`src/synth_pkg.sv`:
```
package synth_pkg;

	localparam int NUM_OPS = 6;
	typedef logic [2:0] op_idx_t;

	// Oscillator
	localparam int PHASE_W = 32;
	typedef logic [PHASE_W-1:0] phase_t;
	localparam int WAVE_ADDR_W = 8; // Top phase bits used as table address
	localparam int WAVE_DEPTH = 1 << WAVE_ADDR_W;
	localparam int WAVE_PEAK = 127;
	localparam real TWO_PI = 6.283185307179586;
	typedef logic signed [7:0] wave_t;

	// Envelope and mixing
	typedef logic signed [31:0] env_amp_t;
	typedef logic signed [15:0] level_t; // Upper half of env_amp_t
	typedef logic signed [15:0] contrib_t;
	localparam int CONTRIB_SHIFT = 8;
	localparam int MIX_W = 19; // Six full-scale contributions fit
	typedef logic signed [MIX_W-1:0] mix_acc_t;
	localparam int SAMPLE_SHIFT = 3;
	typedef logic signed [15:0] sample_t;

	typedef enum logic [2:0] {
		ENV_IDLE,
		ENV_ATTACK,
		ENV_DECAY,
		ENV_SUSTAIN,
		ENV_RELEASE
	} env_state_e;

	// Field order is the order of the set_env data words
	typedef struct packed {
		logic [31:0] at_time;
		logic signed [31:0] at_inc;
		logic [31:0] de_time;
		logic signed [31:0] de_inc;
		logic [31:0] su_time;
		logic signed [31:0] su_lvl;
		logic [31:0] re_time;
		logic signed [31:0] re_inc;
	} env_params_t;

	// Command stream
	typedef enum logic [7:0] {
		CMD_NOP = 8'd0,
		CMD_SET_ENV = 8'd1,
		CMD_KEY = 8'd2,
		CMD_SET_FREQ = 8'd3
	} cmd_code_e;

	localparam int ENV_WORDS = 8;
	localparam int FREQ_WORDS = 1;
	typedef logic [NUM_OPS-1:0] mix_mask_t;

	function automatic level_t env_level(env_amp_t amp);
		return amp[31:16];
	endfunction

	// 24-bit product of wave and level, scaled back to 16 bits
	function automatic contrib_t op_contrib(wave_t wave, level_t level);
		logic signed [23:0] prod;
		prod = wave * level;
		return contrib_t'(prod >>> CONTRIB_SHIFT);
	endfunction

	function automatic sample_t mix_scale(mix_acc_t acc);
		return sample_t'(acc >>> SAMPLE_SHIFT);
	endfunction

endpackage

```
`src/op_result_if.sv`:
```
interface op_result_if
	import synth_pkg::*;
();

	// All valid two cycles after the slot was issued
	logic res_valid;
	op_idx_t res_slot;
	wave_t wave;
	level_t level;

	modport osc (output res_valid, res_slot, wave);

	modport env (output level);

	modport mix (input res_valid, res_slot, wave, level);

endinterface

```
`src/voice_slot_if.sv`:
```
interface voice_slot_if
	import synth_pkg::*;
();

	op_idx_t slot; // Operator served this cycle
	logic slot_valid;
	logic gate;
	phase_t phase_inc; // Settings of the current slot
	env_params_t env_params;
	mix_mask_t mix_mask;

	modport ctrl (
		output slot, slot_valid, gate, phase_inc, env_params, mix_mask
	);

	modport osc (input slot, slot_valid, phase_inc);

	modport env (input slot, slot_valid, gate, env_params);

	modport mix (input mix_mask);

endinterface
```
`src/envelope_gen.sv`:
```
module envelope_gen
	import synth_pkg::*;
(
	input logic clk37,
	input logic rst,
	voice_slot_if.env slot,
	op_result_if.env res
);

	env_state_e env_st [NUM_OPS];
	logic [31:0] env_cnt [NUM_OPS]; // Frames spent in the current state
	env_amp_t env_amp [NUM_OPS];

	env_state_e cur_st;
	env_state_e nxt_st;
	logic [31:0] cur_cnt;
	logic [31:0] nxt_cnt;
	logic [31:0] cnt_inc;
	env_amp_t cur_amp;
	env_amp_t nxt_amp;
	env_amp_t rel_amp;
	env_amp_t amp_q;

	assign cur_st = env_st[slot.slot];
	assign cur_cnt = env_cnt[slot.slot];
	assign cur_amp = env_amp[slot.slot];
	assign cnt_inc = cur_cnt + 32'd1;
	assign rel_amp = cur_amp + slot.env_params.re_inc;

	always_comb begin
		nxt_st = cur_st;
		nxt_cnt = cur_cnt;
		nxt_amp = cur_amp;
		case (cur_st)
			ENV_IDLE: begin
				if (slot.gate) nxt_st = ENV_ATTACK;
			end
			ENV_ATTACK: begin
				nxt_cnt = cnt_inc;
				nxt_amp = cur_amp + slot.env_params.at_inc;
				if (!slot.gate) begin
					nxt_st = ENV_RELEASE;
					nxt_cnt = '0;
				end else if (cur_cnt == slot.env_params.at_time) begin
					nxt_st = ENV_DECAY;
					nxt_cnt = '0;
				end
			end
			ENV_DECAY: begin
				nxt_cnt = cnt_inc;
				nxt_amp = cur_amp + slot.env_params.de_inc;
				if (!slot.gate) begin
					nxt_st = ENV_RELEASE;
					nxt_cnt = '0;
				end else if (cur_cnt == slot.env_params.de_time) begin
					nxt_st = ENV_SUSTAIN;
					nxt_cnt = '0;
				end
			end
			ENV_SUSTAIN: begin
				nxt_cnt = cnt_inc;
				nxt_amp = slot.env_params.su_lvl; // Level held, not stepped
				if (!slot.gate || cur_cnt == slot.env_params.su_time) begin
					nxt_st = ENV_RELEASE;
					nxt_cnt = '0;
				end
			end
			ENV_RELEASE: begin
				nxt_cnt = cnt_inc;
				nxt_amp = rel_amp;
				// Early exit keeps the level from going below zero
				if (cur_cnt == slot.env_params.re_time || rel_amp < 0) begin
					nxt_st = ENV_IDLE;
					nxt_cnt = '0;
					nxt_amp = '0;
				end
			end
			default: nxt_st = ENV_IDLE;
		endcase
	end

	always_ff @(posedge clk37) begin
		if (rst) begin
			for (int k = 0; k < NUM_OPS; k++) begin
				env_st[k] <= ENV_IDLE;
				env_cnt[k] <= '0;
				env_amp[k] <= '0;
			end
			amp_q <= '0;
			res.level <= '0;
		end else begin
			if (slot.slot_valid) begin
				env_st[slot.slot] <= nxt_st;
				env_cnt[slot.slot] <= nxt_cnt;
				env_amp[slot.slot] <= nxt_amp;
			end
			amp_q <= nxt_amp;
			res.level <= env_level(amp_q); // Lines up with the wave
		end
	end

endmodule

```
`src/fm_voice.sv`:
```
module fm_voice (
	input logic clk37,
	input logic rst,
	input logic cmd_valid,
	input logic [31:0] cmd_data,
	output synth_pkg::sample_t sample,
	output logic sample_valid,
	output logic cmd_busy
);

	voice_slot_if slot_bus ();
	op_result_if res_bus ();

	voice_control voice_control_inst (
		.clk37(clk37),
		.rst(rst),
		.cmd_valid(cmd_valid),
		.cmd_data(cmd_data),
		.cmd_busy(cmd_busy),
		.slot(slot_bus.ctrl)
	);

	phase_oscillator phase_oscillator_inst (
		.clk37(clk37),
		.rst(rst),
		.slot(slot_bus.osc),
		.res(res_bus.osc)
	);

	envelope_gen envelope_gen_inst (
		.clk37(clk37),
		.rst(rst),
		.slot(slot_bus.env),
		.res(res_bus.env)
	);

	voice_mixer voice_mixer_inst (
		.clk37(clk37),
		.rst(rst),
		.slot(slot_bus.mix),
		.res(res_bus.mix),
		.sample(sample),
		.sample_valid(sample_valid)
	);

endmodule

```
`src/param_bank.sv`:
```
module param_bank
	import synth_pkg::*;
#(
	parameter type payload_t = phase_t
) (
	input logic clk37,
	input logic rst,
	input logic wr_en,
	input op_idx_t wr_idx,
	input payload_t wr_data,
	input op_idx_t rd_idx,
	output payload_t rd_data
);

	payload_t entry [NUM_OPS];

	always_ff @(posedge clk37) begin
		if (rst) begin
			for (int k = 0; k < NUM_OPS; k++) begin
				entry[k] <= '0;
			end
		end else if (wr_en) begin
			entry[wr_idx] <= wr_data; // Index checked by the caller
		end
	end

	assign rd_data = entry[rd_idx];

endmodule

```
`src/phase_oscillator.sv`:
```
module phase_oscillator
	import synth_pkg::*;
(
	input logic clk37,
	input logic rst,
	voice_slot_if.osc slot,
	op_result_if.osc res
);

	wave_t wave_rom [WAVE_DEPTH];
	phase_t phase_acc [NUM_OPS];
	phase_t phase_new;
	logic s1_valid;
	op_idx_t s1_slot;
	logic [WAVE_ADDR_W-1:0] s1_addr;

	// One full sine period, peak 127
	initial begin
		for (int i = 0; i < WAVE_DEPTH; i++) begin
			wave_rom[i] = wave_t'(int'(WAVE_PEAK * $sin(TWO_PI * real'(i) / real'(WAVE_DEPTH))));
		end
	end

	assign phase_new = phase_acc[slot.slot] + slot.phase_inc;

	always_ff @(posedge clk37) begin
		if (rst) begin
			for (int k = 0; k < NUM_OPS; k++) begin
				phase_acc[k] <= '0;
			end
			s1_valid <= 1'b0;
			res.res_valid <= 1'b0;
		end else begin
			if (slot.slot_valid) begin
				phase_acc[slot.slot] <= phase_new; // Once per frame for each operator
			end
			s1_valid <= slot.slot_valid;
			res.res_valid <= s1_valid;
		end
	end

	// Table read uses the updated phase
	always_ff @(posedge clk37) begin
		s1_slot <= slot.slot;
		s1_addr <= phase_new[PHASE_W-1 -: WAVE_ADDR_W];
		res.res_slot <= s1_slot;
		res.wave <= wave_rom[s1_addr];
	end

endmodule

```
`src/voice_control.sv`:
```
module voice_control
	import synth_pkg::*;
(
	input logic clk37,
	input logic rst,
	input logic cmd_valid,
	input logic [31:0] cmd_data,
	output logic cmd_busy,
	voice_slot_if.ctrl slot
);

	cmd_code_e hdr_code;
	op_idx_t hdr_idx;
	cmd_code_e cur_code; // Command whose data words are arriving
	op_idx_t cur_idx;
	logic [3:0] words_left;
	logic last_word;
	logic idx_ok;
	env_params_t env_stage;
	env_params_t env_wr_data;
	logic env_wr_en;
	logic freq_wr_en;

	assign hdr_code = cmd_code_e'(cmd_data[31:24]);
	assign hdr_idx = cmd_data[18:16];

	assign last_word = cmd_busy && cmd_valid && (words_left == 4'd1);
	assign idx_ok = cur_idx < NUM_OPS; // Index 6 or 7 just drains the words

	assign env_wr_en = last_word && idx_ok && (cur_code == CMD_SET_ENV);
	assign freq_wr_en = last_word && idx_ok && (cur_code == CMD_SET_FREQ);

	// Last word goes straight into the bank with the staged fields
	always_comb begin
		env_wr_data = env_stage;
		env_wr_data.re_inc = cmd_data;
	end

	always_ff @(posedge clk37) begin
		if (rst) begin
			cmd_busy <= 1'b0;
			words_left <= '0;
			cur_code <= CMD_NOP;
			cur_idx <= '0;
			slot.gate <= 1'b0;
			slot.mix_mask <= '0;
		end else if (cmd_valid) begin
			if (cmd_busy) begin
				words_left <= words_left - 4'd1;
				if (words_left == 4'd1) begin
					cmd_busy <= 1'b0;
				end
			end else begin
				cur_code <= hdr_code;
				cur_idx <= hdr_idx;
				case (hdr_code)
					CMD_SET_ENV: begin
						cmd_busy <= 1'b1;
						words_left <= 4'(ENV_WORDS);
					end
					CMD_SET_FREQ: begin
						cmd_busy <= 1'b1;
						words_left <= 4'(FREQ_WORDS);
					end
					CMD_KEY: begin
						slot.gate <= cmd_data[0];
						slot.mix_mask <= cmd_data[13:8];
					end
					default: ; // NOP and unknown codes
				endcase
			end
		end
	end

	// First data word lands in the top field
	always_ff @(posedge clk37) begin
		if (cmd_valid && cmd_busy && cur_code == CMD_SET_ENV) begin
			env_stage[32 * (words_left - 4'd1) +: 32] <= cmd_data;
		end
	end

	// Slot sequencer, one operator per cycle
	always_ff @(posedge clk37) begin
		if (rst) begin
			slot.slot <= '0;
			slot.slot_valid <= 1'b0;
		end else begin
			slot.slot_valid <= 1'b1;
			if (slot.slot_valid) begin
				slot.slot <= (slot.slot == NUM_OPS - 1) ? '0 : slot.slot + 3'd1;
			end
		end
	end

	param_bank #(.payload_t(env_params_t)) env_bank (
		.clk37(clk37),
		.rst(rst),
		.wr_en(env_wr_en),
		.wr_idx(cur_idx),
		.wr_data(env_wr_data),
		.rd_idx(slot.slot),
		.rd_data(slot.env_params)
	);

	param_bank #(.payload_t(phase_t)) freq_bank (
		.clk37(clk37),
		.rst(rst),
		.wr_en(freq_wr_en),
		.wr_idx(cur_idx),
		.wr_data(cmd_data),
		.rd_idx(slot.slot),
		.rd_data(slot.phase_inc)
	);

endmodule

```
`src/voice_mixer.sv`:
```
module voice_mixer
	import synth_pkg::*;
(
	input logic clk37,
	input logic rst,
	voice_slot_if.mix slot,
	op_result_if.mix res,
	output sample_t sample,
	output logic sample_valid
);

	logic mix_valid;
	op_idx_t mix_slot;
	contrib_t contrib_q;
	mix_acc_t acc;
	mix_acc_t mix_sum;
	logic frame_end;

	// Masked operators add nothing
	always_ff @(posedge clk37) begin
		mix_slot <= res.res_slot;
		contrib_q <= slot.mix_mask[res.res_slot] ? op_contrib(res.wave, res.level) : '0;
	end

	assign mix_sum = acc + contrib_q;
	assign frame_end = mix_valid && (mix_slot == NUM_OPS - 1);

	always_ff @(posedge clk37) begin
		if (rst) begin
			mix_valid <= 1'b0;
			acc <= '0;
			sample_valid <= 1'b0;
		end else begin
			mix_valid <= res.res_valid;
			sample_valid <= frame_end;
			if (frame_end) begin
				acc <= '0; // Next frame starts clean
			end else if (mix_valid) begin
				acc <= mix_sum;
			end
		end
	end

	always_ff @(posedge clk37) begin
		if (frame_end) sample <= mix_scale(mix_sum);
	end

endmodule

```
`config.mk`:
```
export PLATFORM = sky130hd
export DESIGN_NAME = fm_voice
export DESIGN_NICKNAME = d
export VERILOG_FILES = /design/src/synth_pkg.sv /design/src/op_result_if.sv /design/src/voice_slot_if.sv /design/src/envelope_gen.sv /design/src/fm_voice.sv /design/src/param_bank.sv /design/src/phase_oscillator.sv /design/src/voice_control.sv /design/src/voice_mixer.sv
export SDC_FILE = /design/constraint.sdc
export NUM_CORES = 2
export LEC_CHECK = 0
export BUFFER_PORTS_ARGS = -buffer_cell sky130_fd_sc_hd__buf_2
export CORE_ASPECT_RATIO = 1.1
export CORE_UTILIZATION = 60
export CTS_CLUSTER_DIAMETER = 150
export DETAILED_ROUTE_END_ITERATION = 8
export PLACE_DENSITY_LB_ADDON = 0.08
export SLEW_MARGIN = 15
export SYNTH_ARGS = -nofsm -noshare
export SYNTH_HDL_FRONTEND = slang
export SYNTH_MEMORY_MAX_BITS = 65536
export SYNTH_SLANG_ARGS = --single-unit
```
`constraint.sdc`:
```
create_clock -name clk37 -period 37.7 [get_ports clk37]
set_clock_uncertainty 0.1 [all_clocks]
set_input_delay 7.54 -clock clk37 [delete_from_list [all_inputs] [get_ports clk37]]
set_output_delay 7.54 -clock clk37 [all_outputs]
set_load 0.02 [all_outputs]
```
==> flow_summary.json <==
{
  "status": "complete, but fails checks",
  "violations": "capacitance limit",
  "ir_worst_vdd_v": 0.0000666,
  "combPwrFrac": 0.163,
  "highest_layer": "met5",
  "clock_path_buffers": 4,
  "postSynthRegisterBits": 3462,
  "synth_top_area_frac": 0.637,
  "maxCapViolations": 1,
  "yosys.area_share.adder": 0.0274,
  "antenna_found_initial": 21,
  "nFillCells": 18300,
  "hp-class": "flop to flop",
  "io_pins": 53,
  "crit_path_start_kind": "primary input",
  "hold_viol_final": 0,
  "tightestPinTransition_ps": 1450,
  "port_buffers": 52,
  "synthTopCellsByCount": "edfxtp_1 (3336), nor2_1 (1992), mux4_2 (780)",
  "wl_per_cell_um": 30.1,
  "regArea_um2": 103000,
  "rows": 196,
  "rsz0062_at_grt": "no",
  "synthArstFlopShare": 0,
  "critical-path-top-delay-family": "buffers and inverters",
  "crit_path_top_delay_cell": "nand2_4",
  "tritoncts": "built",
  "cts_root_buf": "clkbuf_16",
  "grt_max_degree": 135,
  "clk_latency_ps": 940,
  "yosysSeqAreaShare": 0.653,
  "cts_sinks": 3462,
  "min_path_cells": 0,
  "critPathKind": "primary input to flop",
  "p_leak_nw": 63.1,
  "yosys-top-cells-area": "edfxtp_1 (64%), mux4_2 (11%), nor2_1 (4.8%)",
  "hold_ws_ps": 228,
  "drtAntennaViolNets": 0,
  "seqPwrFrac": 0.472,
  "synth_top_family_by_area": "multiplexers",
  "worst_slack_ps": 24060,
  "end_kind": "flop",
  "relSlewSlack": 0.0239,
  "die_y_um": 539,
  "synth_ff_type": "edfxtp_1",
  "drt-total-wl_um": 454000,
  "finalSetupViolCount": 0,
  "postSynthCellCount": 10800,
  "die_area_um2": 264000,
  "nets": 11600,
  "worstPathMaxFanout": 54,
  "rr_endpoint": "envelope_gen_inst.env_cnt[1][15]",
  "rrSetupSlack_ps": 27660,
  "ctsResizeCount": 0,
  "syn_to_final_growth_pct": 10.8,
  "p_total_w": 0.00946,
  "cpMostUsedCell": "buf_4",
  "stdcell_area_um2": 174000,
  "vias": 95900,
  "power_density_nw_per_um2": 54.2,
  "grt_pass1_vias": 96000,
  "synth_top_area_cell": "edfxtp_1",
  "crit_chain": "buf_2, nand2_1, nor4_1, and4_1, nor2b_1, nand3_4, nand2_4, buf_4, buf_4, buf_4, buf_4",
  "intPower_w": 0.00692,
  "gr-total-overflow": 0,
  "critical_path_buf_inv_count": 5,
  "cts_buffers": 352,
  "gp_congestion": 0.937,
  "synthMuxAreaShare": 0.128,
  "min_delay_worst_endpoint": "phase_oscillator_inst.res.res_slot[0]",
  "htreeDepth": 5,
  "critPathArrivalTime_ps": 14050,
  "dp_hpwl_um": 272000,
  "m1WireLength_um": 164000,
  "cts_hold_buf": 0,
  "initial_core_util": 0.605,
  "multi_input_area_um2": 52200,
  "pwr-share-clk": 0.365,
  "fin_crit_ps": 13640,
  "synth_xor_area_frac": 0.0287,
  "syn_area_um2": 157000,
  "wl_met3_um": 52800,
  "grt.total_usage": 0.343,
  "r2r.worst_path.cells": 19,
  "first_pass_iters": 8,
  "fmax_mhz": 73.3,
  "critPathMaxStageDelay_ps": 910,
  "holdCritStartpoint": "phase_oscillator_inst.s1_slot[0]",
  "setup_tns_ps": 0,
  "dp_worst_setup_slack_ps": 23240,
  "slew_violations": 0,
  "synth.distinct_cells": 97,
  "drcViolationCount": 0,
  "final_layout_size_suffix_gt1_frac": 0.153,
  "clkTransAtPathRegs_ps": 60,
  "required_ps": 38110,
  "p_sw_w": 0.00253,
  "viasPerCell": 6.36,
  "postCtsSetupBuffers": 0,
  "core_area_um2": 260000,
  "wl_met2_um": 213000,
  "drtIter0Drc": 12500,
  "synth-edff-count": 3336,
  "synth_compound_area_frac": 0.0374,
  "grt_pass1_wl_um": 650000,
  "swShare": 0.268,
  "die_w_um": 490,
  "fin_crit_sh": 0.362,
  "yosysMostFrequentCell": "edfxtp_1",
  "yosys_warnings": 0,
  "synth-simple-area-share": 0.0939,
  "dpl_cell_area_um2": 163000,
  "syn_avg_cell_area_um2": 14.6
}
==> layer usage <==
layer | GRT usage | vias to the layer above
met1 | 0.454 | 49000
met2 | 0.541 | 5537
met3 | 0.0775 | 969
li1 | - | 40300
met5 | 0 | -
met4 | 0.164 | 12
==> stage by stage <==
step,cells,utilization
after floorplan,11400,-
after global placement,14400,0.627
after detailed placement,14400,0.627
after CTS,15100,0.671
after global routing,15100,0.671
final,15100,0.671
==> layout make-up <==
| class | count | area share |
|---|---|---|
| Inverter | 530 | 0.0114 |
| Clock buffer | 466 | 0.0547 |
| Multi-Input combinational cell | 6720 | 0.299 |
| Clock inverter | 172 | 0.00994 |
| Timing Repair Buffer | 253 | 0.0107 |
| Antenna cell | 18 | 0.000258 |
| Sequential cell | 3462 | 0.589 |
| Tap cell | 3465 | 0.0249 |
==> layout by cell type, fill, tap and decap left out, types with 51 or more instances in the layout <==
cell type	netlist	routed
edfxtp_1	3336	3336
nor2_1	1992	1979
mux4_2	780	780
nand2_1	620	596
conb_1	1	576
inv_1	526	526
clkbuf_16	0	359
and2_1	336	336
xnor2_1	259	259
xor2_1	257	257
a21oi_1	217	217
buf_4	27	195
ha_1	176	176
mux2_2	146	146
o21ai_0	145	141
a31oi_1	134	133
dfxtp_1	126	121
o22ai_1	108	108
fa_1	105	105
mux2i_1	92	91
clkbuf_1	389	89
nor3_1	71	70
nand4_1	66	66
nand3_1	64	62
clkinv_2	0	59
clkinv_1	4	58
nor4_1	54	52
buf_2	140	51
==> cells by family after synthesis <==
kind of cell,after synthesis
adder cells (fa/ha/maj),281
flip-flops,3462
multiplexers,1020
AND/OR/NAND/NOR,3416
buffers and inverters,1172
other,1
AO/OA/AOI/OAI,911
XOR/XNOR,516
==> power by group through the flow <==
stage,clock network [W],logic (W),registers [W]
after floorplan,0,0.00111,0.00452
after global placement,0,0.00150,0.00453
after detailed placement,0,0.00152,0.00454
after CTS,0.00347,0.00153,0.00446
after global routing,0.00361,0.00167,0.00447
final,0.00345,0.00155,0.00446
==> worst max path at each step <==
stage                          from                                         to  cells after the start  slack, ps
final                     cmd_valid  voice_control_inst.env_bank.entry[1][224]                     11      24060
after global routing      cmd_valid  voice_control_inst.env_bank.entry[1][248]                     11      23910
after CTS                 cmd_valid   voice_control_inst.env_bank.entry[1][50]                     11      24180
after detailed placement  cmd_valid  voice_control_inst.env_bank.entry[1][232]                     11      23240
after global placement    cmd_valid  voice_control_inst.env_bank.entry[1][232]                     11      23270
after floorplan           cmd_valid    voice_control_inst.env_bank.entry[4][0]                      6      10070
==> worst register-to-register path, delay by kind of cell (launching register included) <==
kind / cells / cell delay (ps)
buffers and inverters: 6 / 3880
muxes: 3 / 1160
AOI/OAI and AO/OA: 7 / 2300
and+or+nand+nor: 2 / 1110
adders and majority gates: 1 / 350
DFF: 1 / 920
==> state kept, by name, indices dropped and copies added (netlist names), 3 cells and up, named ones only <==
| register | count |
|---|---|
| voice_mixer_inst.acc | 19 |
| voice_control_inst.env_bank.entry | 2048 |
| envelope_gen_inst.amp_q | 16 |
| phase_oscillator_inst.s1_addr | 8 |
| voice_mixer_inst.mix_slot | 3 |
| voice_control_inst.env_stage | 224 |
| envelope_gen_inst.res.level | 16 |
| voice_control_inst.slot.mix_mask | 6 |
| phase_oscillator_inst.res.wave | 8 |
| voice_control_inst.freq_bank.entry | 256 |
| envelope_gen_inst.env_st | 24 |
| voice_control_inst.slot.slot | 3 |
| voice_mixer_inst.contrib_q | 16 |
| voice_control_inst.cur_code | 8 |
| voice_mixer_inst.sample | 16 |
| envelope_gen_inst.env_amp | 256 |
| phase_oscillator_inst.s1_slot | 3 |
| phase_oscillator_inst.phase_acc | 256 |
| voice_control_inst.words_left | 4 |
| voice_control_inst.cur_idx | 3 |
| phase_oscillator_inst.res.res_slot | 3 |
| envelope_gen_inst.env_cnt | 256 |
(Power assumes the default switching activity.)
